`src/source/rx_xlate_pkg.sv`:
```
// Shared types, header field offsets and flit command codes for the RX translator
// Imported with a wildcard by each RTL block and by the testbench
`default_nettype none

package rx_xlate_pkg;

  //--------------------------------------------------------------------------
  // Plain vector types

  typedef logic [127:0] hdr_t;        // Flit mode transaction header
  typedef logic [1:0]   vc_t;         // Fabric channel
  typedef logic [63:0]  addr_t;       // Byte address
  typedef logic [9:0]   len_t;        // Length in dwords
  typedef logic [9:0]   tag_t;        // Full request tag
  typedef logic [15:0]  rid_t;        // Requester or completer ID
  typedef logic [3:0]   be_t;         // Byte enables
  typedef logic [2:0]   cpl_status_t; // Completion status
  typedef logic [8:0]   cpl_tag_t;    // Folded completion tag
  typedef logic [11:0]  bc_t;         // Byte count

  //--------------------------------------------------------------------------
  // Enumerations

  typedef enum logic [1:0] {
    fc_posted     = 2'd0,
    fc_nonposted  = 2'd1,
    fc_completion = 2'd2
  } fc_t;

  // Header destination after classification
  typedef enum logic [1:0] {
    route_p    = 2'd0,
    route_np   = 2'd1,
    route_cpl  = 2'd2,
    route_none = 2'd3
  } route_t;

  typedef enum logic [2:0] {
    kind_wr     = 3'd0,
    kind_mem_rd = 3'd1,
    kind_cfg_rd = 3'd2,
    kind_cfg_wr = 3'd3,
    kind_cpl    = 3'd4,
    kind_cpl_lk = 3'd5,
    kind_other  = 3'd6
  } cmd_kind_t;

  // Non-flit request command class
  typedef enum logic [2:0] {
    req_wr     = 3'd0,
    req_mem_rd = 3'd1,
    req_cfg_wr = 3'd2,
    req_cfg_rd = 3'd3,
    req_usr_d  = 3'd4,   // User defined, with data
    req_usr_nd = 3'd5    // User defined, no data
  } req_cmd_t;

  //--------------------------------------------------------------------------
  // Header field offsets

  localparam int HDR_TYPE_LSB    = 0;
  localparam int HDR_TYPE_MSB    = 7;
  localparam int HDR_LEN_LSB     = 8;
  localparam int HDR_LEN_MSB     = 17;
  localparam int HDR_TAG_LSB     = 18;
  localparam int HDR_TAG_MSB     = 27;
  localparam int HDR_RID_LSB     = 28;
  localparam int HDR_RID_MSB     = 43;
  localparam int HDR_POISON      = 44;
  localparam int HDR_OHC         = 45;   // Optional header content present
  localparam int HDR_FBE_LSB     = 46;
  localparam int HDR_FBE_MSB     = 49;
  localparam int HDR_LBE_LSB     = 50;
  localparam int HDR_LBE_MSB     = 53;
  localparam int HDR_STATUS_LSB  = 54;
  localparam int HDR_STATUS_MSB  = 56;
  localparam int HDR_DWADDR_LSB  = 66;   // Address bits 63:2
  localparam int HDR_DWADDR_MSB  = 127;
  localparam int HDR_BC_LSB      = 64;   // Completion only
  localparam int HDR_BC_MSB      = 75;
  localparam int HDR_CID_LSB     = 112;  // Completion only
  localparam int HDR_CID_MSB     = 127;

  //--------------------------------------------------------------------------
  // Flit command codes

  localparam logic [7:0] CMD_MWR32  = 8'h40;
  localparam logic [7:0] CMD_MWR64  = 8'h60;
  localparam logic [7:0] CMD_MRD32  = 8'h00;
  localparam logic [7:0] CMD_MRD64  = 8'h20;
  localparam logic [7:0] CMD_CFGRD0 = 8'h04;
  localparam logic [7:0] CMD_CFGWR0 = 8'h44;
  localparam logic [7:0] CMD_CPL    = 8'h0A;
  localparam logic [7:0] CMD_CPLD   = 8'h4A;
  localparam logic [7:0] CMD_CPLLK  = 8'h0B;

endpackage

`default_nettype wire

```
`src/source/rx_cpl_build.sv`:
```
// Completion header builder
// Maps flit completion status onto the supported set and folds the tag to 9 bits
`default_nettype none

module rx_cpl_build
  import rx_xlate_pkg::*;
(
  input  hdr_t        hdr,
  input  route_t      route,
  input  cmd_kind_t   kind,
  input  logic        hdr_accept,
  output logic        cpl_hdr_push,
  output cpl_status_t cpl_status,
  output cpl_tag_t    cpl_tag,
  output rid_t        cpl_cid,
  output bc_t         cpl_bc,
  output len_t        cpl_len,
  output logic        cpl_wdata    // Completion carries data
);

  cpl_status_t raw_status;
  tag_t        tag;

  assign raw_status = hdr[HDR_STATUS_MSB:HDR_STATUS_LSB];
  assign tag        = hdr[HDR_TAG_MSB:HDR_TAG_LSB];

  assign cpl_hdr_push = hdr_accept & (route == route_cpl);

  always_comb begin
    if (kind == kind_cpl_lk) begin
      cpl_status = cpl_status_t'(7);   // Locked completions not supported
    end else if ((raw_status == cpl_status_t'(3)) || (raw_status >= cpl_status_t'(5))) begin
      cpl_status = cpl_status_t'(1);   // Reserved codes become UR
    end else begin
      cpl_status = raw_status;
    end
  end

  // Only tags below 256 are issued, so any upper bit marks an unknown tag
  assign cpl_tag   = {tag[9] | tag[8], tag[7:0]};

  assign cpl_cid   = hdr[HDR_CID_MSB:HDR_CID_LSB];
  assign cpl_bc    = hdr[HDR_BC_MSB:HDR_BC_LSB];
  assign cpl_len   = hdr[HDR_LEN_MSB:HDR_LEN_LSB];
  assign cpl_wdata = hdr[HDR_TYPE_LSB + 6];   // Type bit 6 set for CplD

endmodule

`default_nettype wire

```
`src/source/rx_data_route.sv`:
```
// Data beat router with parity regrouping
// Fabric parity is one bit per dword pair, the request side wants one per dword
`default_nettype none

module rx_data_route
  import rx_xlate_pkg::*;
#(
  parameter int DATA_DW = 8   // Dwords per beat, even
) (
  input  logic                    data_v,
  input  vc_t                     data_vc,
  input  fc_t                     data_fc,
  input  logic [DATA_DW*32-1:0]   data,
  input  logic [DATA_DW/2-1:0]    data_par,
  output logic                    pdata_push,
  output logic                    npdata_push,
  output logic                    cpl_data_push,
  output logic [DATA_DW*32-1:0]   pkt_data,
  output logic [DATA_DW-1:0]      pkt_par
);

  // P and NP data on ch0 only, completion data on the others
  assign pdata_push    = data_v & (data_vc == '0) & (data_fc == fc_posted);
  assign npdata_push   = data_v & (data_vc == '0) & (data_fc == fc_nonposted);
  assign cpl_data_push = data_v & (data_vc != '0) & (data_fc == fc_completion);

  assign pkt_data = data_v ? data : '0;   // Zero when idle

  // Pair parity XOR the partner dword gives the parity of each single dword
  always_comb begin
    pkt_par = '0;
    if (data_v) begin
      for (int i = 0; i < DATA_DW/2; i++) begin
        pkt_par[2*i]   = data_par[i] ^ (^data[(2*i+1)*32 +: 32]);  // Upper dword
        pkt_par[2*i+1] = data_par[i] ^ (^data[(2*i)*32 +: 32]);    // Lower dword
      end
    end
  end

endmodule

`default_nettype wire

```
`src/source/rx_hdr_decode.sv`:
```
// Header classifier for the RX translator
// Picks the output route from flow class and channel, sorts the flit type into a
// command kind and works out the default or OHC supplied byte enables
`default_nettype none

module rx_hdr_decode
  import rx_xlate_pkg::*;
(
  input  logic      hdr_v,
  input  vc_t       hdr_vc,
  input  fc_t       hdr_fc,
  input  hdr_t      hdr,
  output route_t    route,
  output cmd_kind_t kind,
  output be_t       startbe,
  output be_t       endbe
);

  logic [7:0] ttype;   // Flit type field
  len_t       len;
  logic       ohc;

  assign ttype = hdr[HDR_TYPE_MSB:HDR_TYPE_LSB];
  assign len   = hdr[HDR_LEN_MSB:HDR_LEN_LSB];
  assign ohc   = hdr[HDR_OHC];

  // P and NP only expected on ch0, completions only on the other channels
  always_comb begin
    route = route_none;
    if (hdr_v) begin
      if ((hdr_fc == fc_posted) && (hdr_vc == '0)) route = route_p;
      else if ((hdr_fc == fc_nonposted) && (hdr_vc == '0)) route = route_np;
      else if ((hdr_fc == fc_completion) && (hdr_vc != '0)) route = route_cpl;
    end
  end

  always_comb begin
    case (ttype)
      CMD_MWR32, CMD_MWR64: kind = kind_wr;
      CMD_MRD32, CMD_MRD64: kind = kind_mem_rd;
      CMD_CFGRD0:           kind = kind_cfg_rd;
      CMD_CFGWR0:           kind = kind_cfg_wr;
      CMD_CPL, CMD_CPLD:    kind = kind_cpl;
      CMD_CPLLK:            kind = kind_cpl_lk;
      default:              kind = kind_other;   // Everything else is user defined
    endcase
  end

  // Flit mode default is all ones, last BE zero for a single dword
  always_comb begin
    startbe = '1;
    endbe   = (len == len_t'(1)) ? '0 : '1;
    if (ohc) begin   // OHC overrides both
      startbe = hdr[HDR_FBE_MSB:HDR_FBE_LSB];
      endbe   = hdr[HDR_LBE_MSB:HDR_LBE_LSB];
    end
  end

endmodule

`default_nettype wire

```
`src/source/rx_hdr_parity_check.sv`:
```
// Header parity check with a sticky stop state
// After the first bad header every later header is dropped until reset
`default_nettype none

module rx_hdr_parity_check
  import rx_xlate_pkg::*;
(
  input  logic prim_nonflr_clk,
  input  logic prim_gated_rst_b,
  input  logic par_off,        // Parity checking disabled
  input  logic hdr_v,
  input  logic hdr_par,
  input  hdr_t hdr,
  input  vc_t  hdr_vc,
  input  fc_t  hdr_fc,
  input  logic hdr_has_data,
  output logic hdr_err,
  output logic hdr_accept
);

  logic par_bad;   // Odd parity over header and info bits
  logic hdr_stop;  // Sticky until reset

  // Fabric parity covers the info bits as well as the header itself
  assign par_bad    = ~par_off & (^{hdr_par, hdr, hdr_vc, hdr_fc, hdr_has_data});

  assign hdr_err    = hdr_v & par_bad & ~hdr_stop;   // Fires once only
  assign hdr_accept = hdr_v & ~hdr_err & ~hdr_stop;

  always_ff @(posedge prim_nonflr_clk or negedge prim_gated_rst_b) begin
    if (!prim_gated_rst_b) begin
      hdr_stop <= 1'b0;
    end else begin
      hdr_stop <= hdr_stop | hdr_err;
    end
  end

endmodule

`default_nettype wire

```
`src/source/rx_req_build.sv`:
```
// Request builder for the posted and non-posted outputs
// Both share one set of field ports since only one class is valid per cycle
// Command class follows the flit kind, with the fuse disable override
`default_nettype none

module rx_req_build
  import rx_xlate_pkg::*;
(
  input  hdr_t      hdr,
  input  logic      has_data,
  input  logic      fuse_disable,   // Device fused off, no real requests
  input  route_t    route,
  input  cmd_kind_t kind,
  input  be_t       startbe,
  input  be_t       endbe,
  input  logic      hdr_accept,
  output logic      phdr_val,
  output logic      nphdr_val,
  output req_cmd_t  req_cmd,
  output addr_t     req_addr,
  output len_t      req_len,
  output tag_t      req_tag,
  output rid_t      req_rid,
  output logic      req_poison,
  output be_t       req_startbe,
  output be_t       req_endbe,
  output logic      req_cmdlen_par,
  output logic [1:0] req_addr_par
);

  //--------------------------------------------------------------------------
  // Push strobes

  assign phdr_val  = hdr_accept & (route == route_p);
  assign nphdr_val = hdr_accept & (route == route_np);

  //--------------------------------------------------------------------------
  // Command translation

  always_comb begin
    case (kind)
      kind_wr:     req_cmd = fuse_disable ? req_usr_d  : req_wr;
      kind_mem_rd: req_cmd = fuse_disable ? req_usr_nd : req_mem_rd;
      kind_cfg_wr: req_cmd = fuse_disable ? req_usr_d  : req_cfg_wr;
      kind_cfg_rd: req_cmd = fuse_disable ? req_usr_nd : req_cfg_rd;
      default: begin
        // Unsupported, class only follows the data flag
        req_cmd = has_data ? req_usr_d : req_usr_nd;
      end
    endcase
  end

  //--------------------------------------------------------------------------
  // Header fields

  // Config requests use the same plain address field
  assign req_addr    = {hdr[HDR_DWADDR_MSB:HDR_DWADDR_LSB], 2'b00};
  assign req_len     = hdr[HDR_LEN_MSB:HDR_LEN_LSB];
  assign req_tag     = hdr[HDR_TAG_MSB:HDR_TAG_LSB];
  assign req_rid     = hdr[HDR_RID_MSB:HDR_RID_LSB];
  assign req_poison  = hdr[HDR_POISON];
  assign req_startbe = startbe;   // Defaulted or OHC value from decode
  assign req_endbe   = endbe;

  //--------------------------------------------------------------------------
  // Parity towards the request queue

  assign req_cmdlen_par = ^{req_cmd, req_len};

  // One bit per address half
  assign req_addr_par = {^req_addr[63:32],
                         ^req_addr[31:0]};

endmodule

`default_nettype wire

```
`src/source/rx_xlate_top.sv`:
```
// Top level of the RX flit to non-flit translator
// Connects header decode, parity check, request and completion builders and the
// data router; all translation paths are combinational
`default_nettype none

module rx_xlate_top
  import rx_xlate_pkg::*;
#(
  parameter int DATA_DW = 8   // Dwords per data beat
) (
  input  logic                  prim_nonflr_clk,
  input  logic                  prim_gated_rst_b,

  //--------------------------------------------------------------------------
  // Configuration
  input  logic                  par_off,
  input  logic                  fuse_disable,

  //--------------------------------------------------------------------------
  // Fabric header and data pushes
  input  logic                  hdr_v,
  input  vc_t                   hdr_vc,
  input  fc_t                   hdr_fc,
  input  logic                  hdr_has_data,
  input  logic                  hdr_par,
  input  hdr_t                  hdr,
  input  logic                  data_v,
  input  vc_t                   data_vc,
  input  fc_t                   data_fc,
  input  logic [DATA_DW*32-1:0] data,
  input  logic [DATA_DW/2-1:0]  data_par,   // One bit per two dwords

  //--------------------------------------------------------------------------
  // Request side
  output logic                  phdr_val,
  output logic                  nphdr_val,
  output req_cmd_t              req_cmd,
  output addr_t                 req_addr,
  output len_t                  req_len,
  output tag_t                  req_tag,
  output rid_t                  req_rid,
  output logic                  req_poison,
  output be_t                   req_startbe,
  output be_t                   req_endbe,
  output logic                  req_cmdlen_par,
  output logic [1:0]            req_addr_par,
  output logic                  pdata_push,
  output logic                  npdata_push,
  output logic [DATA_DW*32-1:0] pkt_data,
  output logic [DATA_DW-1:0]    pkt_par,    // One bit per dword

  //--------------------------------------------------------------------------
  // Inbound completions and errors
  output logic                  cpl_hdr_push,
  output cpl_status_t           cpl_status,
  output cpl_tag_t              cpl_tag,
  output rid_t                  cpl_cid,
  output bc_t                   cpl_bc,
  output len_t                  cpl_len,
  output logic                  cpl_wdata,
  output logic                  cpl_data_push,
  output logic                  hdr_err
);

  route_t    route;
  cmd_kind_t kind;
  be_t       startbe;
  be_t       endbe;
  logic      hdr_accept;   // Header passed parity and not stopped

  rx_hdr_decode i_decode (
    .hdr_v   (hdr_v),
    .hdr_vc  (hdr_vc),
    .hdr_fc  (hdr_fc),
    .hdr     (hdr),
    .route   (route),
    .kind    (kind),
    .startbe (startbe),
    .endbe   (endbe)
  );

  rx_hdr_parity_check i_parity (
    .prim_nonflr_clk  (prim_nonflr_clk),
    .prim_gated_rst_b (prim_gated_rst_b),
    .par_off          (par_off),
    .hdr_v            (hdr_v),
    .hdr_par          (hdr_par),
    .hdr              (hdr),
    .hdr_vc           (hdr_vc),
    .hdr_fc           (hdr_fc),
    .hdr_has_data     (hdr_has_data),
    .hdr_err          (hdr_err),
    .hdr_accept       (hdr_accept)
  );

  rx_req_build i_req (
    .hdr            (hdr),
    .has_data       (hdr_has_data),
    .fuse_disable   (fuse_disable),
    .route          (route),
    .kind           (kind),
    .startbe        (startbe),
    .endbe          (endbe),
    .hdr_accept     (hdr_accept),
    .phdr_val       (phdr_val),
    .nphdr_val      (nphdr_val),
    .req_cmd        (req_cmd),
    .req_addr       (req_addr),
    .req_len        (req_len),
    .req_tag        (req_tag),
    .req_rid        (req_rid),
    .req_poison     (req_poison),
    .req_startbe    (req_startbe),
    .req_endbe      (req_endbe),
    .req_cmdlen_par (req_cmdlen_par),
    .req_addr_par   (req_addr_par)
  );

  rx_cpl_build i_cpl (
    .hdr          (hdr),
    .route        (route),
    .kind         (kind),
    .hdr_accept   (hdr_accept),
    .cpl_hdr_push (cpl_hdr_push),
    .cpl_status   (cpl_status),
    .cpl_tag      (cpl_tag),
    .cpl_cid      (cpl_cid),
    .cpl_bc       (cpl_bc),
    .cpl_len      (cpl_len),
    .cpl_wdata    (cpl_wdata)
  );

  // Data path ignores the header stop state
  rx_data_route #(
    .DATA_DW (DATA_DW)
  ) i_data (
    .data_v        (data_v),
    .data_vc       (data_vc),
    .data_fc       (data_fc),
    .data          (data),
    .data_par      (data_par),
    .pdata_push    (pdata_push),
    .npdata_push   (npdata_push),
    .cpl_data_push (cpl_data_push),
    .pkt_data      (pkt_data),
    .pkt_par       (pkt_par)
  );

endmodule

`default_nettype wire
```
`config.mk`:
```
export PLATFORM = sky130hd
export DESIGN_NAME = rx_xlate_top
export DESIGN_NICKNAME = d
export VERILOG_FILES = /design/src/source/rx_xlate_pkg.sv /design/src/source/rx_cpl_build.sv /design/src/source/rx_data_route.sv /design/src/source/rx_hdr_decode.sv /design/src/source/rx_hdr_parity_check.sv /design/src/source/rx_req_build.sv /design/src/source/rx_xlate_top.sv
export SDC_FILE = /design/constraint.sdc
export NUM_CORES = 1
export LEC_CHECK = 0
export BUFFER_PORTS_ARGS = -buffer_cell sky130_fd_sc_hd__buf_2
export CAP_MARGIN = 20
export CORE_AREA = 2 2 329 331
export CTS_CLUSTER_DIAMETER = 30
export DETAILED_ROUTE_END_ITERATION = 10
export DIE_AREA = 0 0 331 333
export GPL_TIMING_DRIVEN = 0
export PLACE_DENSITY = 0.3
export RECOVER_POWER = 100
export SYNTH_ARGS = -nofsm -noshare
export SYNTH_HDL_FRONTEND = slang
export SYNTH_SLANG_ARGS = --single-unit
```
`constraint.sdc`:
```
create_clock -name prim_nonflr_clk -period 7.44 [get_ports prim_nonflr_clk]
set_input_delay 0.744 -clock prim_nonflr_clk [delete_from_list [all_inputs] [get_ports prim_nonflr_clk]]
set_output_delay 0.744 -clock prim_nonflr_clk [all_outputs]
set_load 0.005 [all_outputs]
```
# Word-level counts from Yosys, hierarchy flattened
# Index checks and enable logic that the tools add are counted.
# totals
reg_bits	1
input_bits	404
# classes
order_cmp	1
n_eq_ne	20
n_mux	18
bitwise_logic	26
n_reduce_logical	28
# op_table
op	n
$reduce_xor A32 Y1	10
$mux W256	1
$reduce_xor A134 Y1	1
$eq A8 B7 Y1 const B	4
$mux W3	6
$pmux W3 S6	1
$eq A8 B4 Y1 const B	2
$and A1 B1 Y1	13
$reduce_xor A13 Y1	1
$mux W4	3
$pmux W3 S4	1
$eq A10 B1 Y1 const B	1
$logic_not A2 Y1	5
$eq A3 B2 Y1 const B	3
$eq A8 B3 Y1 const B	1
$eq A8 B6 Y1 const B	1
$logic_not A8 Y1	1
$mux W8	1
$xor A1 B1 Y1	8
$eq A2 B1 Y1 const B	3
$eq A2 B2 Y1 const B	3
$mux W2	3
$reduce_or A2 Y1	3
$reduce_bool A2 Y1	2
9 further kinds	15

# Longest topological paths before layout
# depth
word_depth	8
depth_mapped	9
mapped_depth_nobuf	9

# Hierarchy
# A second synthesis with hierarchy kept.
# unflattened
cells_unflattened	963
area_unflattened_um2	7567.3
# modules_own_cells
mod	n_inst	cells_each	area_per_inst_um2
rx_data_route	1	546	4226.6
rx_req_build	1	190	1495.2
rx_hdr_parity_check	1	138	1242.4
rx_cpl_build	1	57	405.4
rx_hdr_decode	1	32	197.7

# Worst setup path before layout
# No wires, ideal clock.
# synth_timing
kind	in2out
from	input hdr[46]
to	output nphdr_val
arrival_time_ns	2.790
required_time_ns	6.696
slack_ns	3.906
stages	9
path_cell_list	inv_1 -> ha_1 -> xnor2_1 -> xnor2_1 -> xnor2_1 -> xnor2_1 -> xnor3_1 -> xnor3_2 -> a2111oi_4
# synth_via
elab_chain_cells	8
# synth_rtl
element	line_no	text
from (decl)	rx_xlate_top.sv:26	input hdr_t hdr,
$reduce_xor A134 Y1	rx_hdr_parity_check.sv:25	assign par_bad = ~par_off & (^{hdr_par, hdr, hdr_vc, hdr_fc, hdr_has_data});
$and A1 B1 Y1	rx_hdr_parity_check.sv:25	
$and A1 B1 Y1 (2 in series)	rx_hdr_parity_check.sv:27	assign hdr_err = hdr_v & par_bad & ~hdr_stop;
$not A1 Y1	rx_hdr_parity_check.sv:28	assign hdr_accept = hdr_v & ~hdr_err & ~hdr_stop;
$and A1 B1 Y1 (2 in series)	rx_hdr_parity_check.sv:28	
$and A1 B1 Y1	rx_req_build.sv:35	assign nphdr_val = hdr_accept & (route == route_np);
to (decl)	rx_xlate_top.sv:36	output logic nphdr_val,
# Every way passes these cells.

# Worst setup path in the final report
# layout_timing
from	input hdr[45]
to	output nphdr_val
# The elaborated chain is that of the path after synthesis.

==> impl_metrics.py <==
metrics = {
    "floorplan": {
        "coreArea_um2": 107000,
        "start_util_pct": 6.42,
        "fp.dieH_um": 333,
        "die-area_um2": 110000,
        "ioPinCount": 841,
        "rows": 120,
        "die_x_um": 331,
    },
    "worst_setup_path": {
        "regToRegEndpoint": "i_parity.hdr_stop$_DFF_PN0_",
        "critPathMaxStageDelay_ns": 0.54,
        "critPathRequiredTime_ns": 6.70,
        "crit_chain": "clkbuf_1, ha_1, xnor2_1, xnor2_1, xnor2_1, xnor2_1, xnor3_1, xnor3_1, a2111oi_0, buf_2",
        "cp_max_fo": 9,
        "crit_type": "in -> out",
        "critPathCaptureType": "primary output",
        "crit_path_frequent_cell": "xnor2_1",
        "crit_slowest_cell": "a2111oi_0",
        "cp.arrival_ns": 3.81,
        "r2r_slack_ns": 6.80,
        "r2r_start": "i_parity.hdr_stop$_DFF_PN0_",
        "critPathLaunchType": "input port",
        "worstRegToRegCells": 1,
    },
    "worst_hold_path": {
        "hold_path_depth": 1,
        "hp-class": "reg -> reg",
        "holdPathEnd": "i_parity.hdr_stop$_DFF_PN0_",
        "hold_start": "i_parity.hdr_stop$_DFF_PN0_",
    },
    "logic_synthesis": {
        "synth_cells": 901,
        "ys_ff_latch": 1,
        "ys_top_cells_by_area": "xnor2_1 45%, and2_1 24%, buf_4 16%",
        "yosysTopAreaCell": "xnor2_1",
        "yosys_most_used_dff": "dfrtp_1",
        "synth.cell_area_um2": 6850,
        "synth.most_common_cell": "xnor2_1",
        "synth_common_cells": "354 x xnor2_1, 264 x and2_1, 148 x buf_4, 32 x xor2_1, 29 x clkbuf_1",
        "synth_edf_count": 0,
        "ys_types": 32,
        "ys_warn_count": 0,
        "postSynthAreaPerCell_um2": 7.60,
        "synth-async-reset-ratio_pct": 100,
        "yosysSeqAreaShare_pct": 0.365,
        "yosysTopAreaCellShare_pct": 45.3,
    },
    "drt": {
        "drt_pass1_iterations": 5,
        "drt-wirelength-per-cell_um": 16.4,
        "vias": 8613,
        "via_per_inst": 2.73,
        "drt_iter0_drc": 223,
        "wl_um": 52000,
        "ant_nets": 0,
        "drc": 0,
    },
    "cells_and_area": {
        "reg_top3": "i_parity.hdr_stop: 1 flops",
        "largest_register_ff_count": 1,
        "nets": 2153,
        "syn_to_final_growth_pct": 83.2,
        "fillers": 12677,
        "layout-drive-gt1-share_pct": 44.7,
        "regMostFlops": "i_parity.hdr_stop",
    },
    "grt": {
        "grt_pass1_wl_um": 66400,
        "antenna_found_initial": 18,
        "overflow": 0,
        "grt_pass1_vias": 8820,
        "grt_use_total_pct": 8.55,
        "grt_max_degree": 11,
    },
    "timing": {
        "fmax_mhz": 219,
        "slew_violations": 0,
        "slew_headroom_pct": 25.9,
        "setup_tns_ns": 0,
        "fin_crit_sh_pct": 61.3,
        "max_slew.worst_pin.slew_ns": 1.11,
        "period_minus_slack_ns": 4.56,
        "rsz0062_at_grt": "false",
        "worst_slack_ns": 2.88,
        "fin_worst_skew_ns": 0,
        "hold_viol": 0,
        "setup_violations": 0,
    },
    "status": {
        "outcome": "complete, no violations",
    },
    "placement": {
        "gp_congestion": 0.843,
        "dp_hpwl_um": 48800,
        "pre_cts_ws_ns": 3.30,
        "port_buffers": 837,
    },
    "clocking": {
        "clk_latency_ns": 0,
        "cts_resized": 0,
        "ctsHoldBuffers": 0,
        "path_clk_slew_ns": 0,
        "post_cts_buffers": 0,
    },
    "flow_run": {
        "max_cap_violations": 0,
    },
}
## metal layers
layer / global-route usage, % / wire (µm) / up-vias
li1: - / - / 4286
met1: 10.3 / 21700 / 3829
met2: 15.9 / 26000 / 467
met3: 1.42 / 3520 / 31
met4: 1.45 / 714 / 0
met5: 0 / 0 / -
## placed cells by master (no fill, tap or decap), types with 7 or more instances in the layout
master and count:
clkbuf_1 240, xor2_1 32, and2_1 124, buf_2 631, buf_4 107, diode_2 17
inv_1 14, ha_1 7, xnor2_1 354, clkbuf_4 36, and2_0 140
## layout make-up
cell class,count,area [µm²],area share (%)
inverters,14,52.6,0.419
multi-input cells,710,5530,44.1
flip-flops and latches,1,25.0,0.200
diodes,17,42.5,0.339
well taps,1403,1760,14.0
repair buffers,838,3940,31.4
plain buffers,177,1200,9.58
## kinds of logic (layout without fill, tap and decap cells)
family	count (synthesis)	after routing	synth area share [%]
fa+ha+maj	7	7	1.28
compound gates	12	12	1.79
other cells	1	19	0.0548
simple gates	298	298	27.1
xor+xnor	390	390	50.7
mux	1	1	0.146
flops	1	1	0.365
buf+inv	191	1029	18.6
## worst max-delay path: cells and delay by family
family	cells	cell delay [ns]
AOI/OAI and AO/OA	1	0.54
xor gates and xnor gates	6	1.55
buffers and inverters	2	0.63
adders and majority gates	1	0.34
## worst max-delay path by stage
stage	startpoint	depth (start not counted)	end	slack (ns)
floorplan	hdr[46]	9	nphdr_val	3.91
global placement	hdr[45]	10	nphdr_val	3.29
detailed placement	hdr[45]	10	nphdr_val	3.30
CTS	hdr[45]	10	nphdr_val	3.28
global route	hdr[45]	10	nphdr_val	2.64
finish	hdr[45]	10	nphdr_val	2.88
## through the flow
| step | hold WS (ns) | instances | utilization (%) | instance area, µm² |
|---|---|---|---|---|
| 2_1_floorplan | 0.430 | 902 | - | 6850 |
| 6_report | 0.442 | 3160 | 11.8 | 12500 |
| 3_5_place_dp | 0.449 | 3143 | 12.0 | 12800 |
| 4_1_cts | 0.449 | 3143 | 12.0 | 12800 |
| 5_1_grt | 0.481 | 3149 | 11.7 | 12500 |
| 3_3_place_gp | 0.446 | 3142 | 12.0 | 12800 |
